$ cat config.mk
export PLATFORM = sky130hd
export DESIGN_NAME = pre_command_parser
export DESIGN_NICKNAME = d
export VERILOG_FILES = /design/src/hw/cmd_pkg.sv /design/src/hw/bus_pkg.sv /design/src/hw/cmd_decoder.sv /design/src/hw/write_addr_gen.sv /design/src/hw/beat_mover.sv /design/src/hw/pre_command_parser.sv
export SDC_FILE = /design/constraint.sdc
export NUM_CORES = 1
export LEC_CHECK = 0
export ABC_AREA = 1
export ABC_CLOCK_PERIOD_IN_PS = 10710
export BUFFER_PORTS_ARGS = -buffer_cell sky130_fd_sc_hd__buf_4
export CAP_MARGIN = 20
export CORE_MARGIN = 2
export CORE_UTILIZATION = 50
export CTS_CLUSTER_SIZE = 40
export DETAILED_ROUTE_END_ITERATION = 8
export GPL_ROUTABILITY_DRIVEN = 0
export PLACE_DENSITY = 0.69
export RECOVER_POWER = 100
export SLEW_MARGIN = 20
export SYNTH_ARGS = -nofsm -noshare
export SYNTH_HDL_FRONTEND = slang
export SYNTH_SLANG_ARGS = --single-unit
export TNS_END_PERCENT = 50
$ cat constraint.sdc
create_clock -name aclk -period 10.71 [get_ports aclk]
set_input_delay 1.6065 -clock aclk [delete_from_list [all_inputs] [get_ports aclk]]
set_output_delay 1.6065 -clock aclk [all_outputs]
set_load 0.02 [all_outputs]
$ cat src/hw/cmd_pkg.sv
/*
 Command word layout and the encodings used by the decoder.
 Opcode sits in the top nibble and the byte count in the lower 28 bits.
 Only NOP, STORE, MEMSET and STREAM are decoded. Other opcodes are not
 supported and the byte count must be a non-zero multiple of 4.
*/
package cmd_pkg;

    // Opcode field
    localparam int op_pos = 28;
    localparam int op_size = 4;

    // Immediate field, a byte count
    localparam int imm_pos = 0;
    localparam int imm_size = 28;

    typedef enum logic [op_size-1:0]
    {
        op_nop    = 4'd0,
        op_store  = 4'd5,
        op_memset = 4'd7,
        op_stream = 4'd8
    } opcode_t;

    // Parsing states first, BUSY waits for the job to drain
    typedef enum logic [2:0]
    {
        st_idle,
        st_command,
        st_store_addr,
        st_memset_addr,
        st_memset_val,
        st_busy
    } decoder_state_t;

endpackage

$ cat src/hw/bus_pkg.sv
/*
 Bus widths and the structs shared by the datapath.
 Field layout assumes a 32-bit word, so the widths are fixed.
 Memory addresses are byte addresses, one word per beat.
*/
package bus_pkg;

    localparam int data_width = 32;
    localparam int addr_width = 16;
    localparam int bytes_per_beat = data_width / 8;
    localparam int beat_shift = 2;

    typedef logic [data_width-1:0] data_t;
    typedef logic [addr_width-1:0] addr_t;

    // A byte count turned into words loses the two low bits
    typedef logic [cmd_pkg::imm_size-beat_shift-1:0] beat_count_t;

    typedef struct packed
    {
        data_t data;
        logic  last;
    } beat_t;

    typedef struct packed
    {
        cmd_pkg::opcode_t op;
        beat_count_t      beats;
        data_t            fill;
    } job_t;

endpackage

$ cat src/hw/cmd_decoder.sv
`timescale 1ns/1ps
/*
 Parses the command stream and launches one job at a time.
 Takes the command word, then the address word (STORE, MEMSET) and the
 value word (MEMSET). Waits until both the mover and the address
 generator are done before the next command is parsed.
*/
module cmd_decoder
(
    input  logic                 aclk,
    input  logic                 resetn,
    input  logic                 s_cmd_valid,
    input  bus_pkg::beat_t       s_cmd_beat,
    output logic                 parse_ready,
    output bus_pkg::job_t        job,
    output logic                 mover_start,
    input  logic                 mover_done,
    output bus_pkg::addr_t       aw_base,
    output bus_pkg::beat_count_t aw_beats,
    output logic                 aw_start,
    input  logic                 aw_idle
);
    cmd_pkg::decoder_state_t state;
    cmd_pkg::opcode_t        cmd_op;
    logic [cmd_pkg::imm_size-1:0] cmd_bytes;
    bus_pkg::beat_count_t    cmd_beats;
    logic                    word_taken;
    logic                    done_seen;

    // Split the command word
    assign cmd_op = cmd_pkg::opcode_t'(s_cmd_beat.data[cmd_pkg::op_pos +: cmd_pkg::op_size]);
    assign cmd_bytes = s_cmd_beat.data[cmd_pkg::imm_pos +: cmd_pkg::imm_size];
    assign cmd_beats = bus_pkg::beat_count_t'(cmd_bytes >> bus_pkg::beat_shift);

    // Ready in every state that consumes a word
    always_comb
    begin
        case (state)
            cmd_pkg::st_command,
            cmd_pkg::st_store_addr,
            cmd_pkg::st_memset_addr,
            cmd_pkg::st_memset_val: parse_ready = 1'b1;
            default: parse_ready = 1'b0;
        endcase
    end

    assign word_taken = s_cmd_valid && parse_ready;
    assign aw_beats = job.beats;

    always_ff @(posedge aclk)
    begin
        if (!resetn)
        begin
            state <= cmd_pkg::st_idle;
            mover_start <= 1'b0;
            aw_start <= 1'b0;
            done_seen <= 1'b0;
        end
        else
        begin
            mover_start <= 1'b0;
            aw_start <= 1'b0;
            case (state)
                cmd_pkg::st_idle:
                begin
                    done_seen <= 1'b0;
                    state <= cmd_pkg::st_command;
                end
                cmd_pkg::st_command:
                begin
                    if (word_taken)
                    begin
                        case (cmd_op)
                            cmd_pkg::op_stream:
                            begin
                                mover_start <= 1'b1;
                                state <= cmd_pkg::st_busy;
                            end
                            cmd_pkg::op_store: state <= cmd_pkg::st_store_addr;
                            cmd_pkg::op_memset: state <= cmd_pkg::st_memset_addr;
                            // NOP, and anything unknown, is dropped
                            default: state <= cmd_pkg::st_idle;
                        endcase
                    end
                end
                cmd_pkg::st_store_addr,
                cmd_pkg::st_memset_val:
                begin
                    if (word_taken)
                    begin
                        mover_start <= 1'b1;
                        aw_start <= 1'b1;
                        state <= cmd_pkg::st_busy;
                    end
                end
                cmd_pkg::st_memset_addr:
                begin
                    if (word_taken)
                    begin
                        state <= cmd_pkg::st_memset_val;
                    end
                end
                cmd_pkg::st_busy:
                begin
                    if (mover_done)
                    begin
                        done_seen <= 1'b1;
                    end
                    // Address side may finish before or after the data side
                    if ((done_seen || mover_done) && aw_idle)
                    begin
                        state <= cmd_pkg::st_idle;
                    end
                end
                default: state <= cmd_pkg::st_idle;
            endcase
        end
    end

    // Job fields, captured as their words arrive
    always_ff @(posedge aclk)
    begin
        if (word_taken)
        begin
            case (state)
                cmd_pkg::st_command:
                begin
                    job.op <= cmd_op;
                    job.beats <= cmd_beats;
                end
                cmd_pkg::st_store_addr,
                cmd_pkg::st_memset_addr: aw_base <= s_cmd_beat.data[bus_pkg::addr_width-1:0];
                cmd_pkg::st_memset_val: job.fill <= s_cmd_beat.data;
                default: job.op <= job.op;
            endcase
        end
    end

endmodule

$ cat src/hw/write_addr_gen.sv
`timescale 1ns/1ps
/*
 Write address channel for STORE and MEMSET jobs.
 One single-beat write per word, addresses step by 4 bytes.
 aw_start is ignored unless the previous job has fully issued.
 Addresses wrap silently at the top of the 16-bit space.
*/
module write_addr_gen
(
    input  logic                 aclk,
    input  logic                 resetn,
    input  bus_pkg::addr_t       aw_base,
    input  bus_pkg::beat_count_t aw_beats,
    input  logic                 aw_start,
    output logic                 aw_idle,
    output bus_pkg::addr_t       m_mem_awaddr,
    input  logic                 m_mem_awready,
    output logic                 m_mem_awvalid
);
    bus_pkg::addr_t       addr_q;
    bus_pkg::beat_count_t remaining;
    logic                 aw_fire;

    // Valid as long as addresses are left, so it rises after aw_start
    assign aw_idle = remaining == '0;
    assign m_mem_awvalid = !aw_idle;
    assign m_mem_awaddr = addr_q;
    assign aw_fire = m_mem_awvalid && m_mem_awready;

    always_ff @(posedge aclk)
    begin
        if (!resetn)
        begin
            remaining <= '0;
        end
        else if (aw_start && aw_idle)
        begin
            remaining <= aw_beats;
        end
        else if (aw_fire)
        begin
            remaining <= remaining - bus_pkg::beat_count_t'(1);
        end
    end

    always_ff @(posedge aclk)
    begin
        if (aw_start && aw_idle)
        begin
            addr_q <= aw_base;
        end
        else if (aw_fire)
        begin
            addr_q <= addr_q + bus_pkg::addr_t'(bus_pkg::bytes_per_beat);
        end
    end

endmodule

$ cat src/hw/beat_mover.sv
`timescale 1ns/1ps
/*
 Moves the payload words of one job from source to destination.
 Source is the command input (STREAM, STORE) or the fill value (MEMSET).
 Destination is the command output (STREAM) or write data (STORE, MEMSET).
 One register stage plus a one-entry skid buffer, full rate when unstalled.
 mover_done pulses one cycle after the final word transfers.
*/
module beat_mover
(
    input  logic              aclk,
    input  logic              resetn,
    input  bus_pkg::job_t     job,
    input  logic              mover_start,
    output logic              mover_done,
    input  logic              s_cmd_valid,
    input  bus_pkg::beat_t    s_cmd_beat,
    output logic              src_ready,
    output logic              m_cmd_valid,
    input  logic              m_cmd_ready,
    output bus_pkg::beat_t    m_cmd_beat,
    output logic              m_mem_wvalid,
    input  logic              m_mem_wready,
    output bus_pkg::data_t    m_mem_wdata
);
    cmd_pkg::opcode_t     op_q;
    bus_pkg::data_t       fill_q;
    bus_pkg::beat_count_t count;
    bus_pkg::beat_t       src_beat;
    bus_pkg::beat_t       out_q;
    bus_pkg::beat_t       skid_q;
    logic                 out_valid;
    logic                 skid_valid;
    logic                 from_cmd;
    logic                 to_cmd;
    logic                 src_valid;
    logic                 dst_ready;
    logic                 take;
    logic                 accept;
    logic                 load_out;

    // Source and destination selection
    assign from_cmd = (op_q == cmd_pkg::op_stream) || (op_q == cmd_pkg::op_store);
    assign to_cmd = op_q == cmd_pkg::op_stream;
    assign src_valid = from_cmd ? s_cmd_valid : 1'b1;
    assign src_beat.data = from_cmd ? s_cmd_beat.data : fill_q;
    assign src_beat.last = count == bus_pkg::beat_count_t'(1);
    assign dst_ready = to_cmd ? m_cmd_ready : m_mem_wready;

    // Stop taking words once the skid entry is in use
    assign take = !skid_valid && (count != '0);
    assign src_ready = take && from_cmd;
    assign accept = take && src_valid;
    assign load_out = !out_valid || dst_ready;

    assign m_cmd_valid = out_valid && to_cmd;
    assign m_cmd_beat = out_q;
    assign m_mem_wvalid = out_valid && !to_cmd;
    assign m_mem_wdata = out_q.data;

    always_ff @(posedge aclk)
    begin
        if (!resetn)
        begin
            op_q <= cmd_pkg::op_nop;
            count <= '0;
            out_valid <= 1'b0;
            skid_valid <= 1'b0;
            mover_done <= 1'b0;
        end
        else
        begin
            mover_done <= out_valid && dst_ready && out_q.last;
            if (mover_start)
            begin
                op_q <= job.op;
                count <= job.beats;
            end
            else if (accept)
            begin
                count <= count - bus_pkg::beat_count_t'(1);
            end
            if (load_out)
            begin
                // Skid entry drains first, no new word is taken meanwhile
                out_valid <= skid_valid || accept;
                skid_valid <= 1'b0;
            end
            else if (accept)
            begin
                skid_valid <= 1'b1;
            end
        end
    end

    always_ff @(posedge aclk)
    begin
        if (mover_start)
        begin
            fill_q <= job.fill;
        end
        if (load_out)
        begin
            out_q <= skid_valid ? skid_q : src_beat;
        end
        else if (accept)
        begin
            skid_q <= src_beat;
        end
    end

endmodule

$ cat src/hw/pre_command_parser.sv
`timescale 1ns/1ps
/*
 Command front end: command stream in, command stream and memory writes out.
 Every memory write is a single beat, there is no read side and no
 write response. Commands are handled one at a time.
*/
module pre_command_parser
(
    input  logic           aclk,
    input  logic           resetn,

    input  logic           s_cmd_valid,
    output logic           s_cmd_ready,
    input  bus_pkg::beat_t s_cmd_beat,

    output logic           m_cmd_valid,
    input  logic           m_cmd_ready,
    output bus_pkg::beat_t m_cmd_beat,

    output bus_pkg::addr_t m_mem_awaddr,
    output logic           m_mem_awvalid,
    input  logic           m_mem_awready,
    output bus_pkg::data_t m_mem_wdata,
    output logic           m_mem_wvalid,
    input  logic           m_mem_wready
);
    bus_pkg::job_t        job;
    bus_pkg::addr_t       aw_base;
    bus_pkg::beat_count_t aw_beats;
    logic                 parse_ready;
    logic                 src_ready;
    logic                 mover_start;
    logic                 mover_done;
    logic                 aw_start;
    logic                 aw_idle;

    // Decoder and mover never consume words in the same cycle
    assign s_cmd_ready = parse_ready || src_ready;

    cmd_decoder cmd_decoder_inst
    (
        .aclk        (aclk),
        .resetn      (resetn),
        .s_cmd_valid (s_cmd_valid),
        .s_cmd_beat  (s_cmd_beat),
        .parse_ready (parse_ready),
        .job         (job),
        .mover_start (mover_start),
        .mover_done  (mover_done),
        .aw_base     (aw_base),
        .aw_beats    (aw_beats),
        .aw_start    (aw_start),
        .aw_idle     (aw_idle)
    );

    write_addr_gen write_addr_gen_inst
    (
        .aclk          (aclk),
        .resetn        (resetn),
        .aw_base       (aw_base),
        .aw_beats      (aw_beats),
        .aw_start      (aw_start),
        .aw_idle       (aw_idle),
        .m_mem_awaddr  (m_mem_awaddr),
        .m_mem_awready (m_mem_awready),
        .m_mem_awvalid (m_mem_awvalid)
    );

    beat_mover beat_mover_inst
    (
        .aclk         (aclk),
        .resetn       (resetn),
        .job          (job),
        .mover_start  (mover_start),
        .mover_done   (mover_done),
        .s_cmd_valid  (s_cmd_valid),
        .s_cmd_beat   (s_cmd_beat),
        .src_ready    (src_ready),
        .m_cmd_valid  (m_cmd_valid),
        .m_cmd_ready  (m_cmd_ready),
        .m_cmd_beat   (m_cmd_beat),
        .m_mem_wvalid (m_mem_wvalid),
        .m_mem_wready (m_mem_wready),
        .m_mem_wdata  (m_mem_wdata)
    );

endmodule

==> summary.md, run 1 <==
| Metric | Value |
|---|---|
| Outcome | complete, but fails checks |
| Violated checks | capacitance limit, slew limit |
| Cell Count, Final, Fillers Out | between 1,500 and 2,000 |
| GRT Util Overall | 22.5% |
| Dominant cells by area after synthesis | edfxtp_1, nand2_1, dfxtp_1 |
| DP Cell Count | 1,650 |
| Critical path buffers and inverters | 2 |
| Worst r2r src | beat_mover_inst.skid_valid |
| Final period util | 51.7% |
| Drt drc | 0 |
| Dominant cell type by area after synthesis | edfxtp_1 |
| Die footprint | 24,900 sq um |
| Slew Viols, Final | 308 |
| Critical path's slowest cell | clkinvlp_2 |
| Critical path class | reg2out |
| Filler cell count | 2,121 |
| CP Launch Type | flip-flop |
| Clk Latency, worst-skew pair | between 0.5 and 0.6 ns |
| Die Wd | 158 microns |
| Via Count | approximately 9,000 |
| Post-synth EDFFs | roughly 190 |
| Worst R2R End | beat_mover_inst.count[8] |
| WHS Endpoint | beat_mover_inst.fill_q[30] |
| WP data required | ~9 ns |
| Post-DRT Antenna Nets | 0 |
| Hold path depth | 0 |
| Worst-Margin Slew | 3.64 ns |
| Top Family by Delay on Critical Path | buffers and inverters |
| Syn Inst Count | 1,276 |
| Most used DFF post-synth | edfxtp_1 |
| Gr ovfl total | 0 |
| Die Span Y | around 160 microns |
| R2R setup slack | approximately 5.5 ns |
| Core Footprint | 23,300 sq um |
| Routed wire length | between 20 and 30 mm |
| RSZ-0062 raised after global routing | no |
| Mapped Nets | between 1,000 and 1,500 |
| Largest net degree at the start of global routing | 71 |
| Post-synth cell types | 38 |
| Synth async-reset ratio | 0% |
| Synth top area share | 48.8% |
| Clock sinks | 257 |
| Drt wl/cell | between 15 and 20 microns |
| Post-layout min period | roughly 5.5 ns |
| DR vias/cell | around 5.3 |
| PD cells | 316 nW/um^2 |
| CP Cell Sequence | clkinvlp_2, a31o_2, clkbuf_1 |
| Headroom to the max-slew limit | -143% |
| Clock Skews | around 0.0096 ns |
| Setup bufs post-CTS | 0 |
| I/O pin count | 124 |
| Peak VDD IR | about 150 uV |
| Post-CTS Resized | 0 |
| First-pass DRT Iterations | 5 |
| HPWL Detailed | 18.9 mm |
| Register area share after synthesis | 59.8% |
| Final Hold Vio Count | 0 |
| Initial DRC count | 954 |
| Post-synth top cells | nand2_1, edfxtp_1, nor2_1, inv_1, nand3_1 |
| Antenna violations before repair | 0 |
| Max Clk Rate | 181 MHz |
| Pleak | 5.32 nW |
| Placement row count | 56 |
| Clock transition at path regs | 0.06 ns |
| CP arrival | between 3 and 4 ns |
| Maxcap violations | 7 |
| Element type at the critical path end | primary output |
| Crit-path max FO | 64 |
| Pwr Total | a little over 4 mW |
| Port bufs | around 120 |
| Cell area after synthesis | 11,800 sq um |
| Hold_sp | cmd_decoder_inst.job[30] |
| CTS tree | yes |
| Slowest cell delay on critical path | 1.78 ns |
| FF-to-FF path depth | 6 |
| Setup Viol. Count Final | 0 |
| # diodes | 0 |
| H-tree depth | 1 |
| Area Growth Syn to Fin | 10.7% |
| Core Util, Final | 56.1% |
| Hold_buf cts | 0 |
| Maximum clock path buffer count | 3 |
| Total CTS buffers | 27 |
| # nets final | 1,403 |
| Worst hold-check path type | reg2reg |
| FF+latch count, synth | 257 |
| Total negative slack | 0 ns |
| Avg Inst Size Synth | 9.27 sq um |
| Fraction of layout cells with a size suffix above 1 | under 10% |
| Number of global-route vias before repair | 8,303 |
| Yosys warns | 0 |
| Initial core utilization | about 51% |
| Clock root cell | clkbuf_16 |
| Count leader, synth | nand2_1 |
| First-pass GRT wire length | 43.9 mm |
==> per-stage QoR <==
step	hold slack, ns	cell area, sq um	worst slack [ns]
detailed placement	0.405	12800	7.23
floorplan	0.400	11800	6.19
CTS	0.413	13600	6.79
global placement	0.401	12800	7.25
finish	0.414	13100	5.18
global route	0.420	13100	4.85
==> worst max-delay path by stage <==
stage                                     startpoint                         to  slack (ns)  cells past startpoint
global placement                        m_mem_wready  beat_mover_inst.skid_q[7]        7.25                      4
finish                    beat_mover_inst.skid_valid                s_cmd_ready        5.18                      3
detailed placement                       s_cmd_valid   beat_mover_inst.count[9]        7.23                      8
floorplan                               m_mem_wready  beat_mover_inst.skid_q[0]        6.19                      3
CTS                 write_addr_gen_inst.remaining[0]              m_mem_awvalid        6.79                      8
global route              beat_mover_inst.skid_valid                s_cmd_ready        4.85                      3
==> cell usage in the layout (no fill, tap or decap), drive strengths merged, types with 13 or more instances in the layout <==
master  Yosys  layout
edfxtp    192     192
nand3     109     109
a31oi      28      28
nor2      154     154
a21oi      29      29
nand4      42      42
clkbuf     27     165
dfxtp      65      65
inv       104     104
xor2       13      13
o21ai      36      36
nand2     392     392
==> kinds of logic (layout without fill, tap and decap cells) <==
kind of cell    count (synthesis)  after routing  synth area share (%)
fa+ha+maj                       4              4                 0.423
simple gates                  710            710                  26.3
flops                         257            257                  59.8
compound gates                 99             99                  4.63
xor+xnor                       22             22                  1.63
buf+inv                       183            288                  7.22
mux                             1              1                0.0847
==> power by group <==
part / switching, mW / internal [mW] / total, mW
Clock: 0.382 / 0.542 / 0.924
Sequential: 0.189 / 1.37 / 1.56
Combinational: 1.15 / 0.504 / 1.66
Total: 1.72 / 2.41 / 4.14
==> final cells by class <==
type | count | area, sq um | share of cell area (%)
multi-input combinational | 836 | 3830 | 29.3
tap | 319 | 399 | 3.05
clock inverter | 12 | 150 | 1.15
sequential | 257 | 7070 | 54.0
inverter | 106 | 399 | 3.05
clock buffer | 38 | 717 | 5.48
timing repair buffer | 132 | 522 | 3.99
==> registers in the layout, summed over array words and instances (netlist names), 4 cells and up <==
name and count:
beat_mover_inst.count 26, beat_mover_inst.m_mem_wdata 32, write_addr_gen_inst.m_mem_awaddr 16, beat_mover_inst.op_q 4, beat_mover_inst.fill_q 32, cmd_decoder_inst.job 36
write_addr_gen_inst.remaining 26, cmd_decoder_inst.aw_beats 26, cmd_decoder_inst.aw_base 16, beat_mover_inst.skid_q 33
==> layer usage <==
| layer | track usage, % | up-vias | routed length, microns | share of wire, % |
|---|---|---|---|---|
| met5 | 0 | - | 0 | 0 |
| met4 | 4.42 | 0 | 357 | 1.3 |
| met3 | 2.96 | 36 | 1960 | 7.0 |
| met2 | 38.6 | 285 | 13500 | 48 |
| met1 | 31.0 | 4256 | 12300 | 44 |
| li1 | - | 4406 | - | - |
No activity file was read; power rests on OpenSTA's default activity.
==> run 2: changes to the inputs <==
ABC_CLOCK_PERIOD_IN_PS = 5200   (was 10710)
clock period = 5.2 ns   (was 10.71 ns; I/O delays follow)
==> run 2 against run 1 <==
  * The flow still finishes with violations (capacitance limit, slew limit)
  * Register-to-register slack worse by 4.1 ns
  * Clock power increased by 110%
  * First-iteration DRC count fell by 28%
  * Worst hold slack improved by 0.0023 ns
  * Critical path depth up 9
  * Total power rose by 110%
  * Utilization increased by 0.070 points
  * Global-route usage rose by 0.46 points
  * Clock-buffer cell count grew 1
  * Largest power group unchanged
==> summary.md, run 2 (synthesized netlist as in run 1, its figures left out) <==
| Metric | Value |
|---|---|
| Maximum clock path buffer count | 3 (unchanged) |
| Fin worst setup slack | 1.40 ns (was 5.18 ns) |
| First-pass GRT wire length | 44.3 mm (was 43.9 mm) |
| WP data required | 5.68 ns (was 9.10 ns) |
| Fraction of layout cells with a size suffix above 1 | 5.01% (was 4.92%) |
| Clock sinks | 257 (unchanged) |
| DP Cell Count | 1,648 (was 1,650) |
| CP arrival | 4.28 ns (was 3.93 ns) |
| Worst r2r src | write_addr_gen_inst.remaining[0] (was beat_mover_inst.skid_valid) |
| Worst-Margin Slew | 2.18 ns (was 3.64 ns) |
| Routed wire length | 28.4 mm (was 28.1 mm) |
| Initial DRC count | 690 (was 954) |
| Setup Viol. Count Final | 0 (unchanged) |
| Total negative slack | 0 ns (unchanged) |
| Post-DRT Antenna Nets | 0 (unchanged) |
| CP Launch Type | flip-flop (unchanged) |
| Post-layout min period | 3.80 ns |
| Clock transition at path regs | 0.06 ns (about the same) |
| Pleak | 5.32 nW (about the same) |
| Cell Area, Placed | 12,800 sq um (about the same) |
| Initial core utilization | 50.7% (unchanged) |
| Most frequent cells in the layout | nand2_1, edfxtp_1, nor2_1, clkbuf_1 (was nand2_1, edfxtp_1, nor2_1, clkbuf_1, inv_1) |
| Slew Viols, Final | 107 (was 308) |
| Post-CTS Resized | 0 (unchanged) |
| Clock Skews | 0.0165 ns (was 0.00965 ns) |
| Violated checks | capacitance limit, slew limit (unchanged) |
| HPWL Detailed | 18.8 mm (was 18.9 mm) |
| Register area | 7070 sq um (unchanged) |
| Die Span Y | 158 microns (unchanged) |
| RSZ-0062 raised after global routing | no (unchanged) |
| Drt drc | 0 (unchanged) |
| Max Clk Rate | 263 MHz |
| Maxcap violations | 3 (was 7) |
| Clk Latency, worst-skew pair | 0.54 ns (about the same) |
| Via Count | 9,073 (was 8,983) |
| Max FFs per register | 36 (unchanged) |
| # diodes | 0 (unchanged) |
| Cell Count, Final, Fillers Out | 1,697 (was 1,700) |
| # nets final | 1,401 (was 1,403) |
| PD cells | 657 nW/um^2 (was 316 nW/um^2) |
| First-pass DRT Iterations | 7 (was 5) |
| Core Util, Final | 56.2% (was 56.1%) |
| I/O pin count | 124 (unchanged) |
| Filler cell count | 2,137 (was 2,121) |
| Dpl ws | 2.32 ns (was 7.23 ns) |
| Gr ovfl total | 0 (unchanged) |
| Port bufs | 122 (unchanged) |
| Drt wl/cell | 16.8 microns (was 16.5 microns) |
| Final Instance Area | 13,100 sq um (about the same) |
| Placement row count | 56 (unchanged) |
| Pwr Total | 8.61 mW (was 4.14 mW) |
| Largest net degree at the start of global routing | 71 (unchanged) |
| H-tree depth | 1 (unchanged) |
| Number of global-route vias before repair | 8,269 (was 8,303) |
| Final period util | about three quarters |
| DR vias/cell | 5.35 (was 5.28) |
| R2R setup slack | 1.40 ns (was 5.50 ns) |
| Setup bufs post-CTS | 0 (unchanged) |
| Hold_buf cts | 0 (unchanged) |
| Element type at the critical path end | flip-flop (was primary output) |
| Hold_sp | cmd_decoder_inst.job[29] (was cmd_decoder_inst.job[30]) |
| Top reg by flops | cmd_decoder_inst.job (unchanged) |
| Total CTS buffers | 27 (unchanged) |
| Biggest regs | cmd_decoder_inst.job: 36 flops, beat_mover_inst.skid_q: 33 flops (unchanged) |
| Most common cell after layout, fill and taps aside | nand2_1 (unchanged) |
| Core Footprint | 23,300 sq um (unchanged) |
| Clock root cell | clkbuf_16 (unchanged) |
| Antenna violations before repair | 0 (unchanged) |
| Multi-input logic area | 3840 sq um (was 3830 sq um) |
| Worst hold-check path type | reg2reg (unchanged) |
| Final Hold Vio Count | 0 (unchanged) |
| Headroom to the max-slew limit | -45.3% (was -143%) |
| CTS tree | yes (unchanged) |
| Min Hold Slack | 0.417 ns (was 0.414 ns) |
| Area Growth Syn to Fin | 10.8% (was 10.7%) |
| GRT Util Overall | 23.0% (was 22.5%) |
| Die Wd | 158 microns (unchanged) |
| Critical path class | reg2reg (was reg2out) |
| Crit path from | write_addr_gen_inst.remaining[0] (was beat_mover_inst.skid_valid) |
| Peak VDD IR | 365 uV (was 152 uV) |
| Crit-path max FO | 20 (was 64) |
| Die footprint | 24,900 sq um (unchanged) |
| Outcome | complete, but fails checks (unchanged) |
-- run 2: cell types whose count changed in the layout (fill, tap and decap cells not counted), moves of 2 or more --
cell,previous run,this run
clkbuf_1,136,132
clkbuf_4,2,0
clkbuf_8,0,3
clkinv_1,5,2
nand3_1,97,103
nand3_2,11,5
-- run 2: worst max-delay path, cell delays in order (launching register included) --
cell	delay, ns
dfxtp_1	0.34
inv_1	0.10
ha_1	0.28
nand2_1	0.16
nor2_1	0.42
nand3_4	0.17
nor2_8	0.26
nand3_1	0.76
inv_1	0.81
nand2_1	0.18
nand3_1	0.11
nand2_1	0.05
inv_1	0.09
-- run 2: path summary, 6_finish.rpt --
| path | to | depth (start not counted) |
|---|---|---|
| worst max-delay path | write_addr_gen_inst.remaining[15] | 12 |
| worst min-delay path | beat_mover_inst.fill_q[29] | 0 |
| worst max register to register | write_addr_gen_inst.remaining[15] | 12 |
| worst min register to register | beat_mover_inst.fill_q[29] | 0 |
-- run 2: area by class of cell --
cell class                      count  area share [%]
Tap cell                          319            3.05
Timing Repair Buffer              130            3.91
Sequential cell                   257            53.9
Inverter                          106            3.04
Multi-Input combinational cell    836            29.3
Clock inverter                     10            1.03
Clock buffer                       39            5.73
-- run 2: per-layer routing --
| metal | part of all wire (%) | GRT usage, % |
|---|---|---|
| met2 | 46 | 35.8 |
| met3 | 6.8 | 3.01 |
| met4 | 3.4 | 8.10 |
| met1 | 44 | 33.3 |
| met5 | 0 | 0 |
-- run 2: power breakdown --
part,switching (mW),total (mW),internal (mW)
registers,0.388,3.20,2.81
logic,2.44,3.47,1.04
clock network,0.784,1.93,1.15
